File: src/rtl/board_params.svh
`ifndef BOARD_PARAMS_SVH
`define BOARD_PARAMS_SVH

// uart bit period in clock cycles
`define CLKS_PER_BIT 8

// counter width for the bit period, good up to 128 clocks per bit
`define BIT_CNT_W 7

// scratch memory depth is 2**MEM_ADDR_W words
`define MEM_ADDR_W 8

// cycles the internal reset is held after rstn drops
`define RST_STRETCH 16

`define RST_CNT_W 5

`endif

File: src/rtl/board_pkg.sv
package board_pkg;

    typedef logic [7:0] byte_t;

    // memory view of a command frame
    typedef struct packed {
        byte_t       op;
        byte_t       addr;
        logic [15:0] wdata;
    } mem_cmd_t;

    // gpio view of the same frame
    typedef struct packed {
        byte_t       op;
        byte_t       mode;
        logic [15:0] value;
    } gpio_cmd_t;

    // first byte on the wire ends up as op in the top byte
    typedef union packed {
        mem_cmd_t  mem;
        gpio_cmd_t gpio;
    } cmd_word_t;

    typedef enum logic [1:0] {
        KIND_MEM_WR,
        KIND_MEM_RD,
        KIND_GPIO,
        KIND_BAD
    } cmd_kind_e;

    typedef enum logic [7:0] {
        GPIO_WRITE  = 8'd0,
        GPIO_SET    = 8'd1,
        GPIO_CLEAR  = 8'd2,
        GPIO_TOGGLE = 8'd3
    } gpio_mode_e;

    localparam byte_t STATUS_BAD = 8'hEE;

endpackage

File: src/rtl/mem_bus_if.sv
`timescale 1ns/100ps
`include "board_params.svh"

// single-port request bus, req is a one-cycle strobe
interface mem_bus_if;

    logic                   req;
    logic                   we;
    logic [`MEM_ADDR_W-1:0] addr;
    logic [15:0]            wdata;
    // valid the cycle after a read strobe
    logic [15:0]            rdata;

    modport master (
        output req,
        output we,
        output addr,
        output wdata,
        input  rdata
    );

    modport slave (
        input  req,
        input  we,
        input  addr,
        input  wdata,
        output rdata
    );

endinterface

File: src/rtl/uart_rx.sv
`timescale 1ns/100ps
`include "board_params.svh"

module uart_rx (
    input  logic             clk,
    input  logic             rst,
    input  logic             rxd,
    output logic             rx_valid,
    output board_pkg::byte_t rx_byte
);

    localparam logic [`BIT_CNT_W-1:0] BIT_LAST  = `BIT_CNT_W'(`CLKS_PER_BIT - 1);
    localparam logic [`BIT_CNT_W-1:0] HALF_LAST = `BIT_CNT_W'(`CLKS_PER_BIT / 2 - 1);

    typedef enum logic [1:0] {
        RX_IDLE,
        RX_START,
        RX_DATA,
        RX_STOP
    } rx_state_t;

    rx_state_t             state;
    logic                  rx_meta;
    logic                  rx_sync;
    logic                  rx_prev;
    logic [`BIT_CNT_W-1:0] cnt;
    logic [2:0]            bit_idx;

    always_ff @(posedge clk) begin
        if (rst) begin
            rx_meta  <= 1'b1;
            rx_sync  <= 1'b1;
            rx_prev  <= 1'b1;
            state    <= RX_IDLE;
            cnt      <= '0;
            bit_idx  <= '0;
            rx_valid <= 1'b0;
        end
        else begin
            // two-flop synchronizer, plus one more for edge detect
            rx_meta  <= rxd;
            rx_sync  <= rx_meta;
            rx_prev  <= rx_sync;
            rx_valid <= 1'b0;
            case (state)
                RX_IDLE: begin
                    cnt <= '0;
                    if (rx_prev && !rx_sync) begin
                        state <= RX_START;
                    end
                end
                RX_START: begin
                    if (cnt == HALF_LAST) begin
                        cnt     <= '0;
                        bit_idx <= '0;
                        // glitch if the line went back high
                        state   <= rx_sync ? RX_IDLE : RX_DATA;
                    end
                    else begin
                        cnt <= cnt + 1'b1;
                    end
                end
                RX_DATA: begin
                    if (cnt == BIT_LAST) begin
                        cnt     <= '0;
                        bit_idx <= bit_idx + 1'b1;
                        if (bit_idx == 3'd7) begin
                            state <= RX_STOP;
                        end
                    end
                    else begin
                        cnt <= cnt + 1'b1;
                    end
                end
                default: begin
                    // mid stop bit, no framing check
                    if (cnt == BIT_LAST) begin
                        rx_valid <= 1'b1;
                        state    <= RX_IDLE;
                    end
                    else begin
                        cnt <= cnt + 1'b1;
                    end
                end
            endcase
        end
    end

    // lsb first
    always_ff @(posedge clk) begin
        if (state == RX_DATA && cnt == BIT_LAST) begin
            rx_byte <= {rx_sync, rx_byte[7:1]};
        end
    end

endmodule

File: src/rtl/uart_tx.sv
`timescale 1ns/100ps
`include "board_params.svh"

module uart_tx (
    input  logic             clk,
    input  logic             rst,
    input  logic             tx_start,
    input  board_pkg::byte_t tx_byte,
    output logic             tx_busy,
    output logic             txd
);

    localparam logic [`BIT_CNT_W-1:0] BIT_LAST = `BIT_CNT_W'(`CLKS_PER_BIT - 1);

    logic [9:0]            frame;
    logic [`BIT_CNT_W-1:0] cnt;
    logic [3:0]            bit_cnt;
    logic                  active;
    logic                  last_tick;

    // last cycle of the stop bit, a new byte may load here
    assign last_tick = active && bit_cnt == 4'd9 && cnt == BIT_LAST;
    assign tx_busy   = active && !last_tick;

    // idle frame is all ones so the line rests high
    assign txd = frame[0];

    always_ff @(posedge clk) begin
        if (rst) begin
            frame   <= '1;
            active  <= 1'b0;
            cnt     <= '0;
            bit_cnt <= '0;
        end
        else if (tx_start && !tx_busy) begin
            frame   <= {1'b1, tx_byte, 1'b0};
            active  <= 1'b1;
            cnt     <= '0;
            bit_cnt <= '0;
        end
        else if (active) begin
            if (cnt == BIT_LAST) begin
                cnt   <= '0;
                frame <= {1'b1, frame[9:1]};
                if (bit_cnt == 4'd9) begin
                    active <= 1'b0;
                end
                else begin
                    bit_cnt <= bit_cnt + 1'b1;
                end
            end
            else begin
                cnt <= cnt + 1'b1;
            end
        end
    end

endmodule

File: src/rtl/cmd_decode.sv
`timescale 1ns/100ps

module cmd_decode (
    input  logic                 clk,
    input  logic                 rst,
    input  logic                 rxd,
    output logic                 cmd_valid,
    output board_pkg::cmd_word_t cmd,
    output board_pkg::cmd_kind_e kind
);

    logic                 rx_valid;
    board_pkg::byte_t     rx_byte;
    logic [1:0]           byte_cnt;
    board_pkg::byte_t     op_byte;
    board_pkg::cmd_kind_e kind_next;

    uart_rx u_uart_rx (
        .clk      (clk),
        .rst      (rst),
        .rxd      (rxd),
        .rx_valid (rx_valid),
        .rx_byte  (rx_byte)
    );

    // before the last shift, byte 0 sits one byte below the top
    assign op_byte = cmd[23:16];

    always_comb begin
        case (op_byte)
            8'h01:   kind_next = board_pkg::KIND_MEM_WR;
            8'h02:   kind_next = board_pkg::KIND_MEM_RD;
            8'h03:   kind_next = board_pkg::KIND_GPIO;
            default: kind_next = board_pkg::KIND_BAD;
        endcase
    end

    always_ff @(posedge clk) begin
        if (rst) begin
            byte_cnt  <= '0;
            cmd_valid <= 1'b0;
            kind      <= board_pkg::KIND_BAD;
        end
        else begin
            cmd_valid <= 1'b0;
            if (rx_valid) begin
                byte_cnt <= byte_cnt + 1'b1;
                if (byte_cnt == 2'd3) begin
                    cmd_valid <= 1'b1;
                    kind      <= kind_next;
                end
            end
        end
    end

    // frame shifts in msb byte first
    always_ff @(posedge clk) begin
        if (rx_valid) begin
            cmd <= {cmd[23:0], rx_byte};
        end
    end

endmodule

File: src/rtl/cmd_execute.sv
`timescale 1ns/100ps

module cmd_execute (
    input  logic                 clk,
    input  logic                 rst,
    input  logic                 cmd_valid,
    input  board_pkg::cmd_word_t cmd,
    input  board_pkg::cmd_kind_e kind,
    mem_bus_if.master            mem,
    output logic [15:0]          gpio,
    output logic                 rsp_valid,
    output board_pkg::byte_t     rsp_status,
    output logic [15:0]          rsp_data
);

    logic [15:0]          gpio_next;
    logic                 act_valid;
    board_pkg::cmd_kind_e act_kind;
    board_pkg::byte_t     act_status;
    logic [15:0]          act_data;
    logic                 rsp_is_read;
    logic [15:0]          rsp_hold;

    // unknown modes keep the register as is
    always_comb begin
        case (cmd.gpio.mode)
            board_pkg::GPIO_WRITE:  gpio_next = cmd.gpio.value;
            board_pkg::GPIO_SET:    gpio_next = gpio | cmd.gpio.value;
            board_pkg::GPIO_CLEAR:  gpio_next = gpio & ~cmd.gpio.value;
            board_pkg::GPIO_TOGGLE: gpio_next = gpio ^ cmd.gpio.value;
            default:                gpio_next = gpio;
        endcase
    end

    always_ff @(posedge clk) begin
        if (rst) begin
            mem.req   <= 1'b0;
            act_valid <= 1'b0;
            rsp_valid <= 1'b0;
            gpio      <= '0;
        end
        else begin
            mem.req   <= cmd_valid && (kind == board_pkg::KIND_MEM_WR ||
                                       kind == board_pkg::KIND_MEM_RD);
            act_valid <= cmd_valid;
            rsp_valid <= act_valid;
            if (cmd_valid && kind == board_pkg::KIND_GPIO) begin
                gpio <= gpio_next;
            end
        end
    end

    // stage 1, memory request and response fields
    always_ff @(posedge clk) begin
        if (cmd_valid) begin
            mem.we     <= kind == board_pkg::KIND_MEM_WR;
            mem.addr   <= cmd.mem.addr;
            mem.wdata  <= cmd.mem.wdata;
            act_kind   <= kind;
            act_status <= (kind == board_pkg::KIND_BAD) ? board_pkg::STATUS_BAD : cmd.mem.op;
            case (kind)
                board_pkg::KIND_MEM_WR: act_data <= cmd.mem.wdata;
                board_pkg::KIND_GPIO:   act_data <= gpio_next;
                default:                act_data <= '0;
            endcase
        end
    end

    // stage 2, read data arrives from the memory this cycle
    always_ff @(posedge clk) begin
        if (act_valid) begin
            rsp_status  <= act_status;
            rsp_is_read <= act_kind == board_pkg::KIND_MEM_RD;
            rsp_hold    <= act_data;
        end
    end

    assign rsp_data = rsp_is_read ? mem.rdata : rsp_hold;

endmodule

File: src/rtl/scratch_sram.sv
`timescale 1ns/100ps
`include "board_params.svh"

module scratch_sram (
    input  logic     clk,
    mem_bus_if.slave mem
);

    localparam int DEPTH = 1 << `MEM_ADDR_W;

    logic [15:0] ram [DEPTH];

    // write at the strobe edge, read data one cycle later
    always_ff @(posedge clk) begin
        if (mem.req) begin
            if (mem.we) begin
                ram[mem.addr] <= mem.wdata;
            end
            else begin
                mem.rdata <= ram[mem.addr];
            end
        end
    end

endmodule

File: src/rtl/result_encode.sv
`timescale 1ns/100ps

module result_encode (
    input  logic             clk,
    input  logic             rst,
    input  logic             rsp_valid,
    input  board_pkg::byte_t rsp_status,
    input  logic [15:0]      rsp_data,
    output logic             txd,
    output logic             busy
);

    logic             tx_start;
    board_pkg::byte_t tx_byte;
    logic             tx_busy;
    logic             active;
    logic [1:0]       byte_idx;
    logic [15:0]      data_q;

    // status goes straight out, the data bytes follow from the latch
    assign tx_start = rsp_valid || (active && !tx_busy);
    assign busy     = active || tx_busy;

    always_comb begin
        if (rsp_valid) begin
            tx_byte = rsp_status;
        end
        else if (byte_idx == 2'd1) begin
            tx_byte = data_q[15:8];
        end
        else begin
            tx_byte = data_q[7:0];
        end
    end

    always_ff @(posedge clk) begin
        if (rst) begin
            active   <= 1'b0;
            byte_idx <= '0;
        end
        else if (rsp_valid) begin
            active   <= 1'b1;
            byte_idx <= 2'd1;
        end
        else if (active && !tx_busy) begin
            if (byte_idx == 2'd2) begin
                active   <= 1'b0;
                byte_idx <= '0;
            end
            else begin
                byte_idx <= byte_idx + 1'b1;
            end
        end
    end

    always_ff @(posedge clk) begin
        if (rsp_valid) begin
            data_q <= rsp_data;
        end
    end

    uart_tx u_uart_tx (
        .clk      (clk),
        .rst      (rst),
        .tx_start (tx_start),
        .tx_byte  (tx_byte),
        .tx_busy  (tx_busy),
        .txd      (txd)
    );

endmodule

File: src/rtl/board_top.sv
`timescale 1ns/100ps
`include "board_params.svh"

module board_top (
    input  logic        clk,
    input  logic        rstn,
    input  logic        rs_rx,
    output logic        rs_tx,
    output logic [15:0] gpio_io
);

    localparam logic [`RST_CNT_W-1:0] RST_LAST = `RST_CNT_W'(`RST_STRETCH - 1);

    logic                  rst;
    logic [`RST_CNT_W-1:0] rst_cnt;

    logic                 cmd_valid;
    board_pkg::cmd_word_t cmd;
    board_pkg::cmd_kind_e kind;

    logic             rsp_valid;
    board_pkg::byte_t rsp_status;
    logic [15:0]      rsp_data;
    logic             enc_busy;

    // reset stretcher, rstn high holds everything in reset
    always_ff @(posedge clk) begin
        if (rstn) begin
            rst_cnt <= '0;
            rst     <= 1'b1;
        end
        else if (rst_cnt == RST_LAST) begin
            rst <= 1'b0;
        end
        else begin
            rst_cnt <= rst_cnt + 1'b1;
        end
    end

    mem_bus_if mem_bus ();

    cmd_decode u_cmd_decode (
        .clk       (clk),
        .rst       (rst),
        .rxd       (rs_rx),
        .cmd_valid (cmd_valid),
        .cmd       (cmd),
        .kind      (kind)
    );

    cmd_execute u_cmd_execute (
        .clk        (clk),
        .rst        (rst),
        .cmd_valid  (cmd_valid),
        .cmd        (cmd),
        .kind       (kind),
        .mem        (mem_bus.master),
        .gpio       (gpio_io),
        .rsp_valid  (rsp_valid),
        .rsp_status (rsp_status),
        .rsp_data   (rsp_data)
    );

    scratch_sram u_scratch_sram (
        .clk (clk),
        .mem (mem_bus.slave)
    );

    // busy only watched by the checkers, a frame always outlasts a response
    result_encode u_result_encode (
        .clk        (clk),
        .rst        (rst),
        .rsp_valid  (rsp_valid),
        .rsp_status (rsp_status),
        .rsp_data   (rsp_data),
        .txd        (rs_tx),
        .busy       (enc_busy)
    );

endmodule

File: config.mk
export PLATFORM = sky130hd
export DESIGN_NAME = board_top
export DESIGN_NICKNAME = d
export VERILOG_FILES = /design/src/rtl/board_pkg.sv /design/src/rtl/mem_bus_if.sv /design/src/rtl/uart_rx.sv /design/src/rtl/uart_tx.sv /design/src/rtl/cmd_decode.sv /design/src/rtl/cmd_execute.sv /design/src/rtl/scratch_sram.sv /design/src/rtl/result_encode.sv /design/src/rtl/board_top.sv
export VERILOG_INCLUDE_DIRS = /design/src /design/src/rtl
export SDC_FILE = /design/constraint.sdc
export NUM_CORES = 2
export LEC_CHECK = 0
export ABC_CLOCK_PERIOD_IN_PS = 5500
export BUFFER_PORTS_ARGS = -buffer_cell sky130_fd_sc_hd__buf_2
export CAP_MARGIN = 20
export CORE_MARGIN = 2
export CORE_UTILIZATION = 63
export CTS_CLUSTER_SIZE = 40
export DETAILED_ROUTE_END_ITERATION = 10
export PLACE_DENSITY_LB_ADDON = 0.05
export SLEW_MARGIN = 20
export SYNTH_ARGS = -nofsm -noshare
export SYNTH_HDL_FRONTEND = slang
export SYNTH_SLANG_ARGS = --single-unit
File: constraint.sdc
create_clock -name clk -period 5.5 [get_ports clk]
set_input_delay 0.825 -clock clk [delete_from_list [all_inputs] [get_ports clk]]
set_output_delay 0.825 -clock clk [all_outputs]
set_load 0.05 [all_outputs]
### Yosys cells after proc, flatten, opt, wreduce, memory -nomap -nowiden

Memories as Yosys holds them, arrays and structs flattened. A register that Yosys moved wholly into a read port is not among the register bits.
Cells that the tools add are included.

* bits in registers: 202
* bits in writable memories: 4096
* output and inout port bits: 17
* word-level logic and storage cells: 146
* memories: 1

* add/subtract/negate cells: 7
* eq/ne operators: 23
* muxes and demuxes: 39
* bitwise operators: 7
* reductions and logical operators: 34

Memories
* u_scratch_sram.ram: words 256, width 16, rd ports 1, clocked after memory_dff 1, write ports 1, RTL line scratch_sram.sv:11 `logic [15:0] ram [DEPTH];`

Operators with widths (number)
* $pmux 16 s4: 1
* $pmux 16 s2: 1
* $mux 7: 4
* $mux 9: 3
* $pmux 7 s3: 1
* $and 16x16->16: 1
* $eq 8x2->1 const B: 2
* $mux 16: 1
* $mux 8: 2
* $not 16->16: 1
* $or 16x16->16: 1
* $xor 16x16->16: 1
* $add 7x1->7 const B: 2
* $eq 7x3->1 const B: 2
* $mux 1: 14
* $mux 2: 7
* $pmux 2 s3: 2
* $eq 2x2->1 const B: 5
* $reduce_bool 2->1: 5
* $logic_and 1x1->1: 9
* $eq 2x1->1 const B: 4
* $eq 8x1->1 const B: 1
* $logic_not 8->1: 1
* $ne 2x2->1 const B: 4
* other kinds (21): 35

### Longest topological paths before layout

* depth in word-level cells: 11
* mapped depth: 9

### Hierarchy

Synthesis repeated with hierarchy kept, for this count alone.

* cell total of the unflattened synthesis: 7410
* area, all modules: 164300.1 um2

By module, submodules not included
* scratch_sram: instances 1, cells an instance 6705, area an instance 155236.4 um2, seq. area each 123478.4 um2
* cmd_execute: instances 1, cells an instance 341, area an instance 4639.4 um2, seq. area each 2662.6 um2
* cmd_decode: instances 1, cells an instance 51, area an instance 1181.1 um2, seq. area each 1061.0 um2
* uart_rx: instances 1, cells an instance 106, area an instance 1103.6 um2, seq. area each 560.5 um2
* uart_tx: instances 1, cells an instance 123, area an instance 1061.0 um2, seq. area each 420.4 um2
* result_encode: instances 1, cells an instance 58, area an instance 804.5 um2, seq. area each 540.5 um2
* board_top: instances 1, cells an instance 26, area an instance 274.0 um2, seq. area each 120.1 um2

### Worst setup path after synthesis

OpenSTA, ideal clock, no wires.

* kind: reg2reg
* start point: reg u_cmd_execute.mem.wdata[0]
* end point: mem u_scratch_sram.ram[0][0], data pin
* library setup time: 0.817 ns
* arrival: 3.228 ns
* required time: 4.683 ns
* setup slack: 1.454 ns
* cell stages (with the launch flop): 1
* buffers on the path: 0
* clock period less this slack: 4.046 ns
* cells stage by stage: edfxtp_1

RTL lines
* start: declaration: RTL line mem_bus_if.sv:18 `output wdata,`
* start signal: assignment: RTL line cmd_execute.sv:58 `mem.wdata <= cmd.mem.wdata;`
* end: declaration: RTL line scratch_sram.sv:11

Straight into the memory's write port.

==> flow_results.org <==
** STA
- Summed negative setup slack over all endpoints :: 0 ns
- Final hold violation count :: 0
- Highest attainable clock frequency :: 0.220 GHz
- Transition time of the tightest slew-check pin :: 1.23 ns
- RSZ-0062 raised after global routing :: false
- Post-route worst hold slack :: 0.109 ns
- Slew Limit Fails :: 0
- After layout, the worst path uses 82.8% of the clock period.
- Relative max-transition margin :: 17.4%
- Worst Skew :: 0.0430 ns
- Number of endpoints failing setup at the final stage :: 0
- Min Clock Period, post-route :: 4.55 ns

** Route
- Residual DRC count :: 0
- Number of DRC markers after the initial detailed-route iteration :: 11500
- Using the TritonRoute via totals, the vias-per-cell ratio works out to 6.95.
- For this block, the via count after detailed routing is 81100.
- Dividing the detail-routed wire length by the instance count gives 35.1 um.
- The pre-antenna-repair detailed-routing pass consisted of 5 iterations.
- Post-route ant nets :: 0
- Final wirelength :: 410000 um

** Global routing
- Global routing finished with a remaining overflow of 0.
- Global routing consumed, over all layers together, 31.1% of the routing resources.
- The initial antenna violation count came to 24.
- The via count of the first global-routing pass came to 79500.
- The first global-routing pass estimated 583000 um of wire.
- Maximum number of pins on one net before global-route repair :: 193

** Hold path
- Tightest Hold Check Type :: input port to flip-flop

** Pwr
- Worst supply voltage drop on vdd :: 0.357 mV
- PD cells :: 344 nW/um2
- Leakage power total :: 57.5 nW
- Power, Total :: 0.0635 W

** Placement
- During placement, the flow inserted port buffers numbering 19.
- Detailed Place HPWL :: 236000 um
- The congestion estimate from routability-driven global placement came to 0.842.
- Post-place instance area :: 171000 um2

** Setup path
- The setup path with the least slack is of type flip-flop to flip-flop.
- Cell-by-cell listing of the critical path :: buf_4 > buf_12 > mux4_2 > a22oi_1 > a21oi_1 > o41ai_1 > buf_4 > nand4_1
- STA puts the critical path data arrival time at 5.17 ns.
- CP Data Required Time :: 6.12 ns
- Crit path max-delay cell type :: sky130_fd_sc_hd__edfxtp_1
- Max Fanout on Critical Path :: 33
- In this design, the critical path's most frequently occurring cell is sky130_fd_sc_hd__buf_4.
- Crit start category :: flip-flop
- Together, buffers and inverters on the worst path number 3.
- Worst stage delay on the critical path :: 0.87 ns
- Endpoint kind of the worst setup timing path :: flip-flop
- In this design, the largest share of critical-path delay is due to compound AO/OA/AOI/OAI gates.

** Clocking
- Number of CTS-inserted buffers :: 419
- Buffers inserted to repair hold after CTS numbered 0.
- Clock-pin slew was measured on the worst setup and hold paths at 0.06 ns.
- Sinks on the clock net :: 4314
- In this run the clock root is driven by a sky130_fd_sc_hd__clkbuf_16.
- Buffer count from post-CTS setup fixing :: 0
- CTS tree :: yes
- Worst-Skew Late Latency :: 0.92 ns
- In this run the deepest clock path goes through 4 buffers.
- Gates resized during post-CTS repair numbered 0.
- H-tree Lvls :: 5

** Yosys
- Sequential share of the synthesized area :: 78.6%
- A synthesized cell averages 22.2 um2.
- The synthesized design contains 4244 enable-type register cells.
- In this run, distinct cell masters in the synthesized netlist total 52.
- The synthesized netlist occupies a cell area of 164000 um2.
- Number of instances in the synthesized netlist :: 7397
- Yosys warning count :: 0
- Among all flip-flop cells after synthesis, the most frequent one is sky130_fd_sc_hd__edfxtp_1.
- Synthesized Nets :: 7441
- Of all flip-flops after synthesis, the portion carrying an async set or reset was 0%.
- Synthesis inferred 4314 register bits.

** Cells and area
- Final cell area excluding filler cells :: 185000 um2
- Area grow syn2layout :: 12.7%
- Nets :: 7968
- Most frequent cells in the layout :: sky130_fd_sc_hd__edfxtp_1, sky130_fd_sc_hd__mux4_2, sky130_fd_sc_hd__a22oi_1
- In the final layout, the share of cells above drive strength 1 is 27.2%.
- Leaving out fill and tap cells, the most frequent cell in the layout is sky130_fd_sc_hd__edfxtp_1.
- Reg area :: 129000 um2
- Fill cells in the final layout number 15200.
- The multi-input combinational cells in the finished layout cover a total of 33200 um2.
- Final Util :: 71.3%

** Die
- The die covers 264000 um2.
- The initialized floorplan defines 187 standard-cell rows.
- For this configuration, the core starts out at a cell density of 63.2%.
- Measured along the y axis, the die boundary spans 514 um.
- Measured along the x axis, the die boundary spans 514 um.
- Number of top-level pins :: 20
- After floorplanning, the core was sized to cover 259000 um2.

** Flow run
- Across the run, the number of max-cap violations was 0.

** Outcome
- The run finished with clean final reports.
## path summary, 6_finish.rpt
check | start | endpoint | slack [ns] | cells past startpoint
worst max-delay path | u_cmd_execute.mem.addr[0] | u_scratch_sram.mem.rdata[12] | 0.95 | 8
worst max register to register | u_cmd_execute.mem.addr[0] | u_scratch_sram.mem.rdata[12] | 0.95 | 8
worst min register to register | u_cmd_decode.u_uart_rx.rx_meta | u_cmd_decode.u_uart_rx.rx_sync | 0.41 | 1
worst min-delay path | rs_rx | u_cmd_decode.u_uart_rx.rx_meta | 0.11 | 2
## where the power goes
group,internal (W),switching (W)
clock network,0.0160,0.0119
logic,0.00000275,0.00000273
registers,0.0355,0.00000184
## sequential cells by signal, indices dropped and copies added, names as in the netlist, 3 cells and up
signal / flops
u_result_encode.data_q: 16
u_result_encode.u_uart_tx.cnt: 7
u_cmd_execute.act_status: 8
u_cmd_execute.gpio: 16
u_cmd_decode.u_uart_rx.rx_byte: 8
u_scratch_sram.mem.rdata: 16
u_cmd_execute.mem.wdata: 16
u_cmd_execute.act_data: 16
rst_cnt: 5
u_cmd_execute.rsp_hold: 16
u_scratch_sram.ram: 4096
u_cmd_execute.mem.addr: 8
u_cmd_decode.u_uart_rx.cnt: 7
u_cmd_decode.cmd: 32
u_result_encode.u_uart_tx.bit_cnt: 4
u_result_encode.u_uart_tx.frame: 9
u_cmd_execute.rsp_status: 8
u_cmd_decode.u_uart_rx.bit_idx: 3
## per-layer routing
metal	routed length [um]	GRT usage, %
met1	158000	45.8
met2	198000	48.4
met3	39600	5.55
met4	14300	10.4
met5	52	0
## worst reg2reg max path: stages, from the launching register on
cell                       delay, ns
sky130_fd_sc_hd__edfxtp_1       0.87
sky130_fd_sc_hd__buf_4          0.38
sky130_fd_sc_hd__buf_12         0.31
sky130_fd_sc_hd__mux4_2         0.61
sky130_fd_sc_hd__a22oi_1        0.57
sky130_fd_sc_hd__a21oi_1        0.33
sky130_fd_sc_hd__o41ai_1        0.83
sky130_fd_sc_hd__buf_4          0.28
sky130_fd_sc_hd__nand4_1        0.10
## kinds of logic (layout without fill, tap and decap cells)
group,count (synthesis),after routing,share of synthesized area (%)
AOI/OAI and AO/OA,968,968,4.03
muxes,1068,1068,14.4
buffers and inverters,496,1360,1.30
other,0,13,0
adders and majority gates,41,41,0.313
and+or+nand+nor,493,493,1.29
xor gates and xnor gates,17,17,0.0909
DFF,4314,4314,78.6
## synth_stat cells (41+ instances only)
master	number	area [um2]
sky130_fd_sc_hd__mux4_2	1024	23100
sky130_fd_sc_hd__edfxtp_1	4244	127000
sky130_fd_sc_hd__a21oi_1	294	1470
sky130_fd_sc_hd__buf_2	89	445
sky130_fd_sc_hd__o41ai_1	64	561
sky130_fd_sc_hd__nor2_1	332	1250
sky130_fd_sc_hd__a22oi_1	521	3910
sky130_fd_sc_hd__ha_1	41	513
sky130_fd_sc_hd__nand2_1	60	225
sky130_fd_sc_hd__inv_1	48	180
sky130_fd_sc_hd__clkbuf_1	283	1060
sky130_fd_sc_hd__dfxtp_1	70	1400
sky130_fd_sc_hd__buf_1	42	158
sky130_fd_sc_hd__a211oi_1	41	308
## per-stage QoR
| step | cells | setup slack (ns) |
|---|---|---|
| global route | 11700 | 0.832 |
| finish | 11700 | 0.948 |
| floorplan | 7397 | 1.45 |
| global placement | 10900 | 0.761 |
| CTS | 11700 | 0.964 |
| detailed placement | 10900 | 0.948 |
## layout make-up
cell class / count / area share (%)
antenna: 13 / 0.0176
clock buffer: 531 / 6.03
clock inverter: 227 / 1.13
inverter: 48 / 0.0975
multi-input combinational: 2587 / 18.0
sequential: 4314 / 69.8
tap: 3402 / 2.30
timing repair buffer: 554 / 2.68
Power figures use the tool's default switching activity.
